File: src/verilog/fifo_reader_defines.svh
`ifndef FIFO_READER_DEFINES_SVH
`define FIFO_READER_DEFINES_SVH

// Receive FIFOs sharing the word memory
`define NUM_PORTS	4
`define PORT_BITS	2

// Word index inside one FIFO, and the same with its wrap bit
`define PTR_BITS	8
`define FIFO_PTR_W	9

// Frame fields
`define LEN_W		11
`define WORD_W		64
`define VLAN_W		12
`define MAC_W		48

// Queue depths and the counters that hold 0 to depth
`define TAG_DEPTH	8
`define OUT_DEPTH	8
`define TAG_CNT_W	4
`define OUT_CNT_W	4

// Port index joined to word index
`define MEM_ADDR_W	10

`endif

File: src/verilog/fifo_reader_pkg.sv
`include "fifo_reader_defines.svh"

package fifo_reader_pkg;

	// Why a memory read was issued
	typedef enum logic [1:0] {
		MT_HEADER,
		MT_WORD0,
		MT_WORD1,
		MT_BODY
	} mtype_e;

	// Travels with each read until the data comes back
	typedef struct packed {
		mtype_e mtype;
		logic [`PORT_BITS-1:0] port;
	} read_tag_t;

	// Header word layout, written by the receive side
	typedef struct packed {
		logic [`WORD_W-1:28] rsvd_hi;
		logic [`VLAN_W-1:0] vlan;
		logic [15:`LEN_W] rsvd_lo;
		logic [`LEN_W-1:0] len;
	} hdr_fields_t;

	// Header words decode as fields, payload words as bytes
	// Byte 0 sits in the low bits and is first on the wire
	typedef union packed {
		hdr_fields_t hdr;
		logic [`WORD_W/8-1:0][7:0] bytes;
	} mem_word_u;

	typedef struct packed {
		logic [`PORT_BITS-1:0] port;
		logic [`VLAN_W-1:0] vlan;
		logic [`MAC_W-1:0] src_mac;
		logic [`MAC_W-1:0] dst_mac;
	} lookup_req_t;

	// Port field tags the result back to its receive FIFO
	typedef struct packed {
		logic [`PORT_BITS-1:0] port;
		logic [`PORT_BITS-1:0] dst_port;
		logic broadcast;
	} lookup_rsp_t;

	typedef struct packed {
		logic [`WORD_W-1:0] data;
		logic [`WORD_W/8-1:0] strb;
		logic last;
		logic [`PORT_BITS-1:0] dst_port;
		logic broadcast;
		logic [`VLAN_W-1:0] vlan;
	} tx_beat_t;

	typedef enum logic [2:0] {
		PS_IDLE,
		PS_HEADER,
		PS_WORD0,
		PS_WORD1,
		PS_LOOKUP,
		PS_FWD_READY,
		PS_FORWARDING
	} port_state_e;

	typedef enum logic [1:0] {
		FS_IDLE,
		FS_BEAT0,
		FS_BEAT1,
		FS_BODY
	} fwd_step_e;

	typedef logic [`NUM_PORTS-1:0][`FIFO_PTR_W-1:0] ptr_vec_t;

endpackage

File: src/verilog/read_tag_fifo.sv
`include "fifo_reader_defines.svh"

module read_tag_fifo (
	input  logic clk,
	input  logic rst_n,
	input  logic push,
	input  fifo_reader_pkg::read_tag_t push_tag,
	input  logic pop,
	output fifo_reader_pkg::read_tag_t head_tag,
	output logic [`TAG_CNT_W-1:0] count
);

	localparam int IDX_W = $clog2(`TAG_DEPTH);

	// One tag per memory read still outstanding
	fifo_reader_pkg::read_tag_t tags [`TAG_DEPTH];
	logic [IDX_W-1:0] wr_idx;
	logic [IDX_W-1:0] rd_idx;

	always_ff @(posedge clk) begin
		if (push)
			tags[wr_idx] <= push_tag;
	end

	// Depth is a power of two so indices wrap on their own
	always_ff @(posedge clk) begin
		if (!rst_n) begin
			wr_idx <= '0;
			rd_idx <= '0;
			count <= '0;
		end else begin
			if (push)
				wr_idx <= wr_idx + 1'b1;
			if (pop)
				rd_idx <= rd_idx + 1'b1;
			count <= count + `TAG_CNT_W'(push) - `TAG_CNT_W'(pop);
		end
	end

	// Head shown without a register, returned data is steered in its own cycle
	assign head_tag = tags[rd_idx];

endmodule

File: src/verilog/port_frame_table.sv
`include "fifo_reader_defines.svh"

module port_frame_table (
	input  logic clk,
	input  logic rst_n,
	input  logic rd_valid,
	input  fifo_reader_pkg::mem_word_u rd_data,
	input  fifo_reader_pkg::read_tag_t head_tag,
	input  logic rsp_valid,
	input  fifo_reader_pkg::lookup_rsp_t rsp,
	input  logic [`PORT_BITS-1:0] sel_port,
	output fifo_reader_pkg::lookup_req_t req,
	output logic req_valid,
	input  logic req_ready,
	output logic [`LEN_W-1:0] sel_len,
	output logic [`VLAN_W-1:0] sel_vlan,
	output logic [`WORD_W-1:0] sel_beat0,
	output logic [`WORD_W-1:0] sel_beat1,
	output fifo_reader_pkg::lookup_rsp_t sel_route
);

	////////////////////////////////////////////////////////////
	// Per-port fields of the frame at the head of each FIFO

	logic [`LEN_W-1:0] len_tab [`NUM_PORTS];
	logic [`VLAN_W-1:0] vlan_tab [`NUM_PORTS];
	logic [`MAC_W-1:0] dst_tab [`NUM_PORTS];
	logic [`MAC_W-1:0] src_tab [`NUM_PORTS];
	// Kept in wire byte order, goes straight back into beat1
	logic [3:0][7:0] first4_tab [`NUM_PORTS];
	fifo_reader_pkg::lookup_rsp_t route_tab [`NUM_PORTS];

	// MAC fields arrive first byte first, flip into MSB-first order
	logic [`MAC_W-1:0] w0_dst;
	logic [15:0] w0_src_hi;
	logic [31:0] w1_src_lo;
	logic word1_ret;
	logic [`PORT_BITS-1:0] p;

	always_comb begin
		w0_dst = {<<8{rd_data.bytes[5:0]}};
		w0_src_hi = {<<8{rd_data.bytes[7:6]}};
		w1_src_lo = {<<8{rd_data.bytes[3:0]}};
		p = head_tag.port;
		word1_ret = rd_valid && (head_tag.mtype == fifo_reader_pkg::MT_WORD1);
	end

	always_ff @(posedge clk) begin
		if (rd_valid) begin
			case (head_tag.mtype)
				fifo_reader_pkg::MT_HEADER: begin
					len_tab[p] <= rd_data.hdr.len;
					vlan_tab[p] <= rd_data.hdr.vlan;
				end
				fifo_reader_pkg::MT_WORD0: begin
					dst_tab[p] <= w0_dst;
					src_tab[p][47:32] <= w0_src_hi;
				end
				fifo_reader_pkg::MT_WORD1: begin
					src_tab[p][31:0] <= w1_src_lo;
					first4_tab[p] <= rd_data.bytes[7:4];
				end
				default: begin
				end
			endcase
		end
		// Route for the frame, picked up when it starts forwarding
		if (rsp_valid)
			route_tab[rsp.port] <= rsp;
	end

	////////////////////////////////////////////////////////////
	// Lookup request, held until accepted

	always_ff @(posedge clk) begin
		if (word1_ret) begin
			req.port <= p;
			req.vlan <= vlan_tab[p];
			// Low half of source MAC is still on the bus this cycle
			req.src_mac <= {src_tab[p][47:32], w1_src_lo};
			req.dst_mac <= dst_tab[p];
		end
	end

	always_ff @(posedge clk) begin
		if (!rst_n)
			req_valid <= 1'b0;
		else if (word1_ret)
			req_valid <= 1'b1;
		else if (req_ready)
			req_valid <= 1'b0;
	end

	////////////////////////////////////////////////////////////
	// Fields of the selected port, first two beats rebuilt

	logic [`MAC_W-1:0] sel_dst_sw;
	logic [15:0] sel_src_hi_sw;
	logic [31:0] sel_src_lo_sw;

	always_comb begin
		sel_dst_sw = {<<8{dst_tab[sel_port]}};
		sel_src_hi_sw = {<<8{src_tab[sel_port][47:32]}};
		sel_src_lo_sw = {<<8{src_tab[sel_port][31:0]}};
	end

	assign sel_len = len_tab[sel_port];
	assign sel_vlan = vlan_tab[sel_port];
	assign sel_route = route_tab[sel_port];
	// Beat0 is dest MAC then top of source MAC, beat1 the rest of it then first4
	assign sel_beat0 = {sel_src_hi_sw, sel_dst_sw};
	assign sel_beat1 = {first4_tab[sel_port], sel_src_lo_sw};

endmodule

File: src/verilog/frame_byte_counter.sv
`include "fifo_reader_defines.svh"

module frame_byte_counter (
	input  logic clk,
	input  logic rst_n,
	input  logic load,
	input  logic [`LEN_W-1:0] len,
	input  logic read_issued,
	input  logic beat_pushed,
	output logic [`LEN_W-1:0] reads_left,
	output logic [`WORD_W/8-1:0] strb,
	output logic last
);

	localparam logic [`LEN_W-1:0] BEAT_BYTES = `LEN_W'(`WORD_W/8);
	// First two payload words were read while parsing
	localparam logic [`LEN_W-1:0] PARSED_BYTES = `LEN_W'(2*`WORD_W/8);

	logic [`LEN_W-1:0] send_left;

	always_ff @(posedge clk) begin
		if (!rst_n) begin
			send_left <= '0;
			reads_left <= '0;
		end else if (load) begin
			send_left <= len;
			reads_left <= len - PARSED_BYTES;
		end else begin
			// Both count down a beat at a time and stop at zero
			if (read_issued)
				reads_left <= (reads_left > BEAT_BYTES) ? reads_left - BEAT_BYTES : '0;
			if (beat_pushed)
				send_left <= (send_left > BEAT_BYTES) ? send_left - BEAT_BYTES : '0;
		end
	end

	// Final beat keeps only the remaining bytes
	assign last = (send_left <= BEAT_BYTES);
	assign strb = last ? ~(8'hff << send_left[3:0]) : 8'hff;

endmodule

File: src/verilog/tx_out_buffer.sv
`include "fifo_reader_defines.svh"

module tx_out_buffer (
	input  logic clk,
	input  logic rst_n,
	input  logic push,
	input  fifo_reader_pkg::tx_beat_t push_beat,
	output fifo_reader_pkg::tx_beat_t tx_beat,
	output logic tx_valid,
	input  logic tx_ready,
	output logic [`OUT_CNT_W-1:0] free_slots,
	output logic empty
);

	localparam int IDX_W = $clog2(`OUT_DEPTH);

	fifo_reader_pkg::tx_beat_t beats [`OUT_DEPTH];
	logic [IDX_W-1:0] wr_idx;
	logic [IDX_W-1:0] rd_idx;
	logic [`OUT_CNT_W-1:0] count;
	logic pop;

	// Beat leaves on valid and ready together
	assign pop = tx_valid && tx_ready;

	always_ff @(posedge clk) begin
		if (push)
			beats[wr_idx] <= push_beat;
	end

	always_ff @(posedge clk) begin
		if (!rst_n) begin
			wr_idx <= '0;
			rd_idx <= '0;
			count <= '0;
		end else begin
			if (push)
				wr_idx <= wr_idx + 1'b1;
			if (pop)
				rd_idx <= rd_idx + 1'b1;
			count <= count + `OUT_CNT_W'(push) - `OUT_CNT_W'(pop);
		end
	end

	assign tx_beat = beats[rd_idx];
	assign tx_valid = (count != '0);
	assign empty = (count == '0);
	// Read credit, checked against reads still in flight
	assign free_slots = `OUT_CNT_W'(`OUT_DEPTH) - count;

endmodule

File: src/verilog/reader_fsm.sv
`include "fifo_reader_defines.svh"

module reader_fsm (
	input  logic clk,
	input  logic rst_n,
	input  fifo_reader_pkg::ptr_vec_t wr_ptr_committed,
	output fifo_reader_pkg::ptr_vec_t rd_ptr,
	output logic rd_en,
	output logic [`MEM_ADDR_W-1:0] rd_addr,
	output fifo_reader_pkg::read_tag_t rd_tag,
	input  logic rd_valid,
	input  fifo_reader_pkg::mem_word_u rd_data,
	input  fifo_reader_pkg::read_tag_t head_tag,
	input  logic [`TAG_CNT_W-1:0] tags_in_flight,
	input  logic rsp_valid,
	input  fifo_reader_pkg::lookup_rsp_t rsp,
	input  logic req_valid,
	output logic [`PORT_BITS-1:0] sel_port,
	input  logic [`VLAN_W-1:0] sel_vlan,
	input  logic [`WORD_W-1:0] sel_beat0,
	input  logic [`WORD_W-1:0] sel_beat1,
	input  fifo_reader_pkg::lookup_rsp_t sel_route,
	output logic cnt_load,
	output logic read_issued,
	input  logic [`LEN_W-1:0] reads_left,
	input  logic [`WORD_W/8-1:0] strb,
	input  logic last,
	output logic buf_push,
	output fifo_reader_pkg::tx_beat_t buf_beat,
	input  logic [`OUT_CNT_W-1:0] free_slots,
	input  logic buf_empty
);

	fifo_reader_pkg::port_state_e port_state [`NUM_PORTS];
	fifo_reader_pkg::port_state_e rr_state;
	fifo_reader_pkg::fwd_step_e fwd_step;
	logic [`PORT_BITS-1:0] rr_port;
	logic [`PORT_BITS-1:0] fwd_port;
	logic parse_busy;
	logic start_fwd;
	logic done_fwd;
	logic hold_rr;

	////////////////////////////////////////////////////////////
	// Read issue and beat push, decided from registered state

	always_comb begin
		rr_state = port_state[rr_port];
		// One frame parsed at a time, and one lookup outstanding
		parse_busy = req_valid;
		for (int i = 0; i < `NUM_PORTS; i++) begin
			if (port_state[i] inside {fifo_reader_pkg::PS_HEADER, fifo_reader_pkg::PS_WORD0,
					fifo_reader_pkg::PS_WORD1})
				parse_busy = 1'b1;
		end
		rd_en = 1'b0;
		rd_tag.mtype = fifo_reader_pkg::MT_HEADER;
		rd_tag.port = rr_port;
		start_fwd = 1'b0;
		buf_push = 1'b0;
		buf_beat.data = rd_data;
		if (fwd_step == fifo_reader_pkg::FS_IDLE) begin
			case (rr_state)
				fifo_reader_pkg::PS_IDLE:
					rd_en = (wr_ptr_committed[rr_port] != rd_ptr[rr_port]) && !parse_busy;
				fifo_reader_pkg::PS_HEADER: begin
					rd_en = 1'b1;
					rd_tag.mtype = fifo_reader_pkg::MT_WORD0;
				end
				fifo_reader_pkg::PS_WORD0: begin
					rd_en = 1'b1;
					rd_tag.mtype = fifo_reader_pkg::MT_WORD1;
				end
				// Start with an empty buffer, the body credit depends on it
				fifo_reader_pkg::PS_FWD_READY:
					start_fwd = buf_empty;
				default: begin
				end
			endcase
		end else begin
			rd_tag.port = fwd_port;
			rd_tag.mtype = fifo_reader_pkg::MT_BODY;
			case (fwd_step)
				fifo_reader_pkg::FS_BEAT0: begin
					buf_push = 1'b1;
					buf_beat.data = sel_beat0;
				end
				fifo_reader_pkg::FS_BEAT1: begin
					buf_push = 1'b1;
					buf_beat.data = sel_beat1;
				end
				default: begin
					// Every read in flight has a slot waiting for it
					rd_en = (reads_left != '0) && (free_slots > tags_in_flight);
					buf_push = rd_valid && (head_tag.mtype == fifo_reader_pkg::MT_BODY);
				end
			endcase
		end
		rd_addr = {rd_tag.port, rd_ptr[rd_tag.port][`PTR_BITS-1:0]};
		read_issued = rd_en && (rd_tag.mtype == fifo_reader_pkg::MT_BODY);
		// Header and word0 reads keep the scheduler on this port
		hold_rr = rd_en && (rd_tag.mtype inside {fifo_reader_pkg::MT_HEADER,
			fifo_reader_pkg::MT_WORD0});
		cnt_load = start_fwd;
		sel_port = (fwd_step == fifo_reader_pkg::FS_IDLE) ? rr_port : fwd_port;
		// Counter and route fill in the rest of every beat
		buf_beat.strb = strb;
		buf_beat.last = last;
		buf_beat.dst_port = sel_route.dst_port;
		buf_beat.broadcast = sel_route.broadcast;
		buf_beat.vlan = sel_vlan;
		done_fwd = buf_push && last;
	end

	////////////////////////////////////////////////////////////
	// Port states, pointers, scheduler and forwarding step

	always_ff @(posedge clk) begin
		if (!rst_n) begin
			for (int i = 0; i < `NUM_PORTS; i++) begin
				port_state[i] <= fifo_reader_pkg::PS_IDLE;
				rd_ptr[i] <= '0;
			end
			rr_port <= '0;
			fwd_port <= '0;
			fwd_step <= fifo_reader_pkg::FS_IDLE;
		end else begin
			if (rd_en)
				rd_ptr[rd_tag.port] <= rd_ptr[rd_tag.port] + 1'b1;
			// Word1 back, lookup request goes out next cycle
			if (rd_valid && (head_tag.mtype == fifo_reader_pkg::MT_WORD1))
				port_state[head_tag.port] <= fifo_reader_pkg::PS_LOOKUP;
			if (rsp_valid)
				port_state[rsp.port] <= fifo_reader_pkg::PS_FWD_READY;
			if (fwd_step == fifo_reader_pkg::FS_IDLE) begin
				case (rr_state)
					fifo_reader_pkg::PS_IDLE: begin
						if (rd_en)
							port_state[rr_port] <= fifo_reader_pkg::PS_HEADER;
					end
					fifo_reader_pkg::PS_HEADER:
						port_state[rr_port] <= fifo_reader_pkg::PS_WORD0;
					fifo_reader_pkg::PS_WORD0:
						port_state[rr_port] <= fifo_reader_pkg::PS_WORD1;
					fifo_reader_pkg::PS_FWD_READY: begin
						if (start_fwd) begin
							port_state[rr_port] <= fifo_reader_pkg::PS_FORWARDING;
							fwd_port <= rr_port;
							fwd_step <= fifo_reader_pkg::FS_BEAT0;
						end
					end
					default: begin
					end
				endcase
				if (!hold_rr)
					rr_port <= (rr_port == `PORT_BITS'(`NUM_PORTS - 1)) ? '0 : rr_port + 1'b1;
			end else if (done_fwd) begin
				fwd_step <= fifo_reader_pkg::FS_IDLE;
				port_state[fwd_port] <= fifo_reader_pkg::PS_IDLE;
			end else if (fwd_step == fifo_reader_pkg::FS_BEAT0) begin
				fwd_step <= fifo_reader_pkg::FS_BEAT1;
			end else begin
				fwd_step <= fifo_reader_pkg::FS_BODY;
			end
		end
	end

endmodule

File: src/verilog/line_card_fifo_reader.sv
`include "fifo_reader_defines.svh"

module line_card_fifo_reader (
	input  logic clk,
	input  logic rst_n,
	input  fifo_reader_pkg::ptr_vec_t wr_ptr_committed,
	output fifo_reader_pkg::ptr_vec_t rd_ptr,
	output logic rd_en,
	output logic [`MEM_ADDR_W-1:0] rd_addr,
	input  fifo_reader_pkg::mem_word_u rd_data,
	input  logic rd_valid,
	output fifo_reader_pkg::lookup_req_t lookup_req,
	output logic lookup_valid,
	input  logic lookup_ready,
	input  fifo_reader_pkg::lookup_rsp_t lookup_rsp,
	input  logic rsp_valid,
	output fifo_reader_pkg::tx_beat_t tx_beat,
	output logic tx_valid,
	input  logic tx_ready
);

	// Read tags
	fifo_reader_pkg::read_tag_t rd_tag;
	fifo_reader_pkg::read_tag_t head_tag;
	logic [`TAG_CNT_W-1:0] tags_in_flight;

	// Fields of the selected port
	logic [`PORT_BITS-1:0] sel_port;
	logic [`LEN_W-1:0] sel_len;
	logic [`VLAN_W-1:0] sel_vlan;
	logic [`WORD_W-1:0] sel_beat0;
	logic [`WORD_W-1:0] sel_beat1;
	fifo_reader_pkg::lookup_rsp_t sel_route;

	// Byte counting and output buffer
	logic cnt_load;
	logic read_issued;
	logic [`LEN_W-1:0] reads_left;
	logic [`WORD_W/8-1:0] strb;
	logic last;
	logic buf_push;
	fifo_reader_pkg::tx_beat_t buf_beat;
	logic [`OUT_CNT_W-1:0] free_slots;
	logic buf_empty;

	read_tag_fifo read_tag_fifo_inst (
		.clk(clk),
		.rst_n(rst_n),
		.push(rd_en),
		.push_tag(rd_tag),
		.pop(rd_valid),
		.head_tag(head_tag),
		.count(tags_in_flight)
	);

	port_frame_table port_frame_table_inst (
		.clk(clk),
		.rst_n(rst_n),
		.rd_valid(rd_valid),
		.rd_data(rd_data),
		.head_tag(head_tag),
		.rsp_valid(rsp_valid),
		.rsp(lookup_rsp),
		.sel_port(sel_port),
		.req(lookup_req),
		.req_valid(lookup_valid),
		.req_ready(lookup_ready),
		.sel_len(sel_len),
		.sel_vlan(sel_vlan),
		.sel_beat0(sel_beat0),
		.sel_beat1(sel_beat1),
		.sel_route(sel_route)
	);

	frame_byte_counter frame_byte_counter_inst (
		.clk(clk),
		.rst_n(rst_n),
		.load(cnt_load),
		.len(sel_len),
		.read_issued(read_issued),
		.beat_pushed(buf_push),
		.reads_left(reads_left),
		.strb(strb),
		.last(last)
	);

	tx_out_buffer tx_out_buffer_inst (
		.clk(clk),
		.rst_n(rst_n),
		.push(buf_push),
		.push_beat(buf_beat),
		.tx_beat(tx_beat),
		.tx_valid(tx_valid),
		.tx_ready(tx_ready),
		.free_slots(free_slots),
		.empty(buf_empty)
	);

	reader_fsm reader_fsm_inst (
		.clk(clk),
		.rst_n(rst_n),
		.wr_ptr_committed(wr_ptr_committed),
		.rd_ptr(rd_ptr),
		.rd_en(rd_en),
		.rd_addr(rd_addr),
		.rd_tag(rd_tag),
		.rd_valid(rd_valid),
		.rd_data(rd_data),
		.head_tag(head_tag),
		.tags_in_flight(tags_in_flight),
		.rsp_valid(rsp_valid),
		.rsp(lookup_rsp),
		.req_valid(lookup_valid),
		.sel_port(sel_port),
		.sel_vlan(sel_vlan),
		.sel_beat0(sel_beat0),
		.sel_beat1(sel_beat1),
		.sel_route(sel_route),
		.cnt_load(cnt_load),
		.read_issued(read_issued),
		.reads_left(reads_left),
		.strb(strb),
		.last(last),
		.buf_push(buf_push),
		.buf_beat(buf_beat),
		.free_slots(free_slots),
		.buf_empty(buf_empty)
	);

endmodule

File: config.mk
export PLATFORM = sky130hd
export DESIGN_NAME = line_card_fifo_reader
export DESIGN_NICKNAME = d
export VERILOG_FILES = /design/src/verilog/fifo_reader_pkg.sv /design/src/verilog/read_tag_fifo.sv /design/src/verilog/port_frame_table.sv /design/src/verilog/frame_byte_counter.sv /design/src/verilog/tx_out_buffer.sv /design/src/verilog/reader_fsm.sv /design/src/verilog/line_card_fifo_reader.sv
export VERILOG_INCLUDE_DIRS = /design/src /design/src/verilog
export SDC_FILE = /design/constraint.sdc
export NUM_CORES = 2
export LEC_CHECK = 0
export BUFFER_PORTS_ARGS = -buffer_cell sky130_fd_sc_hd__buf_2
export CAP_MARGIN = 30
export CORE_UTILIZATION = 30
export DETAILED_ROUTE_END_ITERATION = 7
export GPL_ROUTABILITY_DRIVEN = 0
export PLACE_DENSITY = 0.49
export SYNTH_ARGS = -nofsm -noshare
export SYNTH_HDL_FRONTEND = slang
export SYNTH_SLANG_ARGS = --single-unit
File: constraint.sdc
create_clock -name clk -period 40.5 [get_ports clk]
set_clock_uncertainty 0.15 [all_clocks]
set_input_delay 12.15 -clock clk [delete_from_list [all_inputs] [get_ports clk]]
set_output_delay 12.15 -clock clk [all_outputs]
set_load 0.01 [all_outputs]
== After elaboration in Yosys (flattened, before gate mapping) ==
Memory sizes are Yosys's and may differ from the RTL's. A register that Yosys moved wholly into a read port is not among the register bits.
Index checks and enable logic that the tools add are counted.

* Bits of input ports: 111
* Logic and storage cells: 217
* RAM bits: 1372
* Register bits: 135
* Memories: 9

{| class="wikitable"
|+ Memories
! memory !! depth !! bits a word !! read ports !! clocked after memory_dff !! write ports !! RTL line !! text
|-
| tx_out_buffer_inst.beats || 8 || 88 || 1 || 1 || 1 || tx_out_buffer.sv:17 || <nowiki>fifo_reader_pkg::tx_beat_t beats [`OUT_DEPTH];</nowiki>
|-
| port_frame_table_inst.dst_tab || 4 || 48 || 2 || 1 || 1 || port_frame_table.sv:27 || <nowiki>logic [`MAC_W-1:0] dst_tab [`NUM_PORTS];</nowiki>
|-
| port_frame_table_inst.src_tab || 4 || 48 || 2 || 1 || 1 || port_frame_table.sv:28 || <nowiki>logic [`MAC_W-1:0] src_tab [`NUM_PORTS];</nowiki>
|-
| port_frame_table_inst.first4_tab || 4 || 32 || 1 || 0 || 1 || port_frame_table.sv:30 || <nowiki>logic [3:0][7:0] first4_tab [`NUM_PORTS];</nowiki>
|-
| port_frame_table_inst.vlan_tab || 4 || 12 || 2 || 1 || 1 || port_frame_table.sv:26 || <nowiki>logic [`VLAN_W-1:0] vlan_tab [`NUM_PORTS];</nowiki>
|-
| port_frame_table_inst.len_tab || 4 || 11 || 1 || 0 || 1 || port_frame_table.sv:25 || <nowiki>logic [`LEN_W-1:0] len_tab [`NUM_PORTS];</nowiki>
|-
| 3 more memories || n/a || n/a || n/a || n/a || n/a || n/a ||
|}

* Reductions and logical operators: 34
* Eq/ne operators: 26
* Bitwise logic cells: 5
* Shift-type cells: 1
* Add/sub/neg operators: 14
* $lt $le $gt $ge: 7
* Multiplexer cells: 103

{| class="wikitable"
|+ Operator list
! operator !! number
|-
| 64-bit one-hot mux with 2 select lines || 1
|-
| 11-bit 2-to-1 mux || 6
|-
| 64-bit 2-to-1 mux || 1
|-
| 1-bit 2-to-1 mux || 59
|-
| 9-bit binary-select mux with 2-bit select || 3
|-
| 36-bit bitwise mux || 1
|-
| 9-bit 2-to-1 mux || 4
|-
| 3-bit 2-to-1 mux || 11
|-
| 3-bit by 2-bit == test with 1-bit output, second input constant || 9
|-
| 2-bit 2-to-1 mux || 13
|-
| 11-bit by 4-bit greater-than comparator with 1-bit output, second input constant || 2
|-
| 11-bit by 4-bit subtractor with 11-bit output, second input constant || 2
|-
| 9-bit demux with 2-bit select || 1
|-
| 3-bit by 1-bit == test with 1-bit output, second input constant || 5
|-
| 3-bit by 1-bit adder with 3-bit output, second input constant || 4
|-
| 3-bit nonzero test || 4
|-
| 3-bit OR reduction || 4
|-
| 11-bit by 4-bit less-or-equal comparator with 1-bit output, second input constant || 1
|-
| 11-bit nonzero test || 1
|-
| 11-bit by 5-bit subtractor with 11-bit output, second input constant || 1
|-
| 2-bit == test, second input constant || 5
|-
| 9-bit by 1-bit adder with 9-bit output, second input constant || 1
|-
| 1-bit logical AND || 9
|-
| 9-bit != test || 1
|-
| 26 further kinds || 41
|}

== Longest topological paths before layout ==
An unclocked memory read counts as a cell.

* Depth after elaboration: 22
* Depth in mapped cells: 16

== Cells and area by module ==
From an unflattened synthesis, not the netlist that was laid out.

* Cell total of the unflattened synthesis: 3094
* Area total of the unflattened synthesis: 63300.7 µm²

{| class="wikitable"
|+ Modules (own cells, without submodules)
! module !! instances !! area each (µm²) !! cells each !! sequential area each (µm²)
|-
| port_frame_table || 1 || 27938.0 || 1046 || 22061.2
|-
| tx_out_buffer || 1 || 27121.0 || 1096 || 21400.5
|-
| reader_fsm || 1 || 5067.4 || 665 || 1241.2
|-
| read_tag_fifo || 1 || 1819.2 || 111 || 1221.2
|-
| frame_byte_counter || 1 || 1355.0 || 176 || 440.4
|}

== Worst setup path after synthesis ==
Ideal clock, no wire load.

* Kind: input to output
* Start point: input wr_ptr_committed[22] (netlist bit)
* End point: output rd_en
* Slack: 14812 ps
* Arrival time: 13388 ps
* Required time: 28200 ps
* Path buffers: 0
* Cell stages on the path: 6
* Path through: xor2_1 o41ai_1 a311oi_4 a21boi_1 o21a_1 inv_2

* Cells in the longest elaborated chain, start to end: 6

{| class="wikitable"
|+ Ends and longest elaborated chain
! item !! RTL line !! text
|-
| start, declared || line_card_fifo_reader.sv:6 || <nowiki>input fifo_reader_pkg::ptr_vec_t wr_ptr_committed,</nowiki>
|-
| 9-bit binary-select mux with 2-bit select || reader_fsm.sv:65 || <nowiki>rd_en = (wr_ptr_committed[rr_port] != rd_ptr[rr_port]) && !parse_busy;</nowiki>
|-
| 9-bit 2-to-1 mux (not written as such) || reader_fsm.sv:65 ||
|-
| 9-bit != test || reader_fsm.sv:65 ||
|-
| 1-bit logical AND || reader_fsm.sv:65 ||
|-
| 1-bit one-hot mux with 2 select lines || reader_fsm.sv:63 || <nowiki>case (rr_state)</nowiki>
|-
| 1-bit 2-to-1 mux || reader_fsm.sv:62 || <nowiki>if (fwd_step == fifo_reader_pkg::FS_IDLE) begin</nowiki>
|-
| end, declared || line_card_fifo_reader.sv:8 || <nowiki>output logic rd_en,</nowiki>
|}

Every way passes these cells. The select of a mux whose other input is x is not followed.

== Worst setup path after layout ==
Ends and elaborated chain as after synthesis.

==> results_dict.tcl <==
set metrics [dict create \
    status "complete, no violations" \
    core_area_sq_mm 0.207 \
    slew_headroom_pct 31.0 \
    top_layer_used "met5" \
    route.detailed.drc 0 \
    hp-class "register to register" \
    vias_per_cell 4.87 \
    die_h_microns 459 \
    routed-wl-met2_microns 79400 \
    synth-main-ff-cell "edfxtp_1" \
    num-nets-final 4030 \
    setup_viol_count_final 0 \
    synth-async-reset-ratio_pct 0 \
    crit_arrival_ns 13.89 \
    io_pins 358 \
    synthesis.area_sq_mm 0.0628 \
    cp-start-kind "input port" \
    vdd_ir_drop_max_mv 0.0492 \
    grt_usage_pct 16.2 \
    max_freq_mhz 38.2 \
    slew_viol_final 0 \
    synth_top_area_cell "edfxtp_1" \
    dp_hpwl_microns 104000 \
    critical_path_class "input port to output port" \
    tightestPinTransition_ns 1.03 \
    clk_pin_slew_ns 0.06 \
    cts_inserted_buffers 171 \
    place_area_sq_mm 0.0684 \
    path_max_fanout 6 \
    final_core_util_pct 35.6 \
    cts_resized 0 \
    post_cts_buffers 0 \
    power_leakage_uw 0.0245 \
    end_kind "output port" \
    layout-drive-gt1-share_pct 29.9 \
    routed-wl-met3_microns 8970 \
    first_global_vias 33600 \
    cp.required_ns 28.20 \
    grt_overflow 0 \
    p_per_area_mw_per_mm2 69.2 \
    vias 33300 \
    period_share_pct 64.7 \
    setup_ws_ns 14.31 \
    dieWidth_microns 459 \
    placementRows 167 \
    post-place-ws_ns 14.28 \
    avgSynthCellArea_sq_um 18.3 \
    maxCapViolations 0 \
    cts-root-buf "clkbuf_16" \
    post_drt_wl_per_cell_microns 25.3 \
    clkLatencyLatePin_ns 0.84 \
    syn-num-nets 3567 \
    wl_met1_microns 79600 \
    ys_ff_latch 1567 \
    portBuffers 357 \
    setup_tns_ns 0 \
    area_growth_pct 17.8 \
    cts_tree "built" \
    dieArea_sq_mm 0.211 \
    synth_area_leaders "edfxtp_1 71%, mux4_2 13%, dfxtp_1 3.0%" \
    hold_violations 0 \
    final_cell_area_sq_mm 0.0739 \
    period_needed_ns 26.19 \
    synth_edf_count 1474 \
    grt_max_degree 158 \
    antenna_found_initial 32 \
    routed_wl_microns 173000 \
    htreeDepth 4 \
    cts_buffer_depth 3 \
    fin_total_pwr_uw 5110 \
    yosysWarnings 0 \
    yosysUniqueCellTypes 73 \
    first_pass_iters 6 \
    numClockSinks 1567 \
    synth_top_area_share_pct 70.5 \
    ys_seq_area_share_pct 73.5 \
    rsz0062_at_grt "false" \
    start_util_pct 30.3 \
    drtAntennaViolNets 0 \
    grt_pass1_wl_microns 246000 \
    syn_inst 3427 \
    holdBufCountCts 0 \
    drtIter0Drc 2731 \
]
[through the flow]
step | cells | hold WS (ns)
floorplan | 3427 | 0.293
global placement | 6483 | 0.302
detailed placement | 6499 | 0.310
CTS | 6811 | 0.318
global route | 6823 | 0.336
finish | 6835 | 0.317
[state kept, by name, summed over array words and instances (netlist names), 4 cells and up, named ones only]
| signal | count |
|---|---|
| read_tag_fifo_inst.tags | 32 |
| frame_byte_counter_inst.send_left | 11 |
| reader_fsm_inst.rd_ptr | 36 |
| read_tag_fifo_inst.count | 4 |
| port_frame_table_inst.req | 110 |
| port_frame_table_inst.dst_tab | 192 |
| tx_out_buffer_inst.beats | 704 |
| port_frame_table_inst.len_tab | 44 |
| reader_fsm_inst.port_state | 12 |
| tx_out_buffer_inst.count | 4 |
| port_frame_table_inst.src_tab | 192 |
| frame_byte_counter_inst.reads_left | 11 |
| port_frame_table_inst.route_tab | 12 |
| port_frame_table_inst.vlan_tab | 48 |
| port_frame_table_inst.first4_tab | 128 |
[cell type report]
cell class	instances	area [sq um]
timing repair buffer	487	2790
clock inverter	94	998
clock buffer	218	4480
sequential	1567	46100
tap	2788	3490
inverter	38	158
multi-input combinational	1625	15900
fill	19400	134000
antenna	18	45.0
[worst max-delay path: stages]
cell	delay (ns)
buf_2	0.10
xor2_1	0.13
o41ai_1	0.66
a311oi_4	0.22
a21boi_1	0.19
o21a_1	0.20
inv_2	0.08
buf_2	0.15
[layer usage]
metal	vias to the layer above	track usage, %
met5	-	0
met4	6	5.42
met3	233	2.84
met2	906	24.9
met1	17500	23.1
li1	14700	-
[path summary, 6_finish.rpt]
path	cells after the start	slack [ns]	to	startpoint
worst min-delay path	2	0.32	frame_byte_counter_inst.reads_left[2]	frame_byte_counter_inst.reads_left[2]
worst max-delay path	8	14.31	rd_en	wr_ptr_committed[22]
worst min register to register	2	0.32	frame_byte_counter_inst.reads_left[2]	frame_byte_counter_inst.reads_left[2]
worst max register to register	13	35.46	frame_byte_counter_inst.reads_left[9]	reader_fsm_inst.fwd_step[1]
[power by group]
part	internal, uW	total [uW]	switching, uW
sequential	2070	2140	73.8
combinational	542	1450	906
clock	861	1520	663
[layout by cell type, fill, tap and decap left out, types with 8 or more instances in the layout]
| master | Yosys | layout |
|---|---|---|
| edfxtp_1 | 1474 | 1474 |
| nand2_1 | 458 | 457 |
| buf_2 | 23 | 361 |
| mux4_2 | 349 | 349 |
| clkbuf_16 | 0 | 171 |
| buf_4 | 6 | 121 |
| dfxtp_1 | 93 | 90 |
| o21ai_0 | 98 | 89 |
| mux2_2 | 88 | 88 |
| a31oi_1 | 79 | 79 |
| and3_1 | 78 | 77 |
| a22oi_1 | 65 | 65 |
| xnor2_1 | 47 | 47 |
| nor2_1 | 57 | 47 |
| clkbuf_1 | 125 | 45 |
| clkinv_1 | 1 | 43 |
| inv_1 | 34 | 31 |
| o211a_1 | 27 | 27 |
| ha_1 | 27 | 25 |
| nand3_1 | 21 | 21 |
| nor2b_1 | 21 | 21 |
| mux2i_1 | 22 | 20 |
| and2_1 | 20 | 19 |
| diode_2 | 0 | 18 |
| clkinv_2 | 0 | 17 |
| xor2_1 | 15 | 15 |
| nor3_1 | 19 | 13 |
| a21boi_0 | 13 | 13 |
| nand4_1 | 12 | 12 |
| bufinv_16 | 0 | 11 |
| o21ai_1 | 1 | 10 |
| a21oi_1 | 10 | 10 |
| nor2_4 | 0 | 8 |
[synth_stat cells, types with 47 or more instances]
library cell  number
mux4_2           349
clkbuf_1         125
nand2_1          458
a31oi_1           79
a22oi_1           65
o21ai_0           98
and3_1            78
edfxtp_1        1474
dfxtp_1           93
xnor2_1           47
mux2_2            88
nor2_1            57
[cell families after synthesis]
group,Yosys count,share of synthesized area (%)
compound gates,344,3.84
xor+xnor,62,0.865
fa+ha+maj,29,0.602
buf+inv,235,1.49
flops,1567,73.5
mux,460,14.5
simple gates,730,5.23
Power figures use the tool's default switching activity.
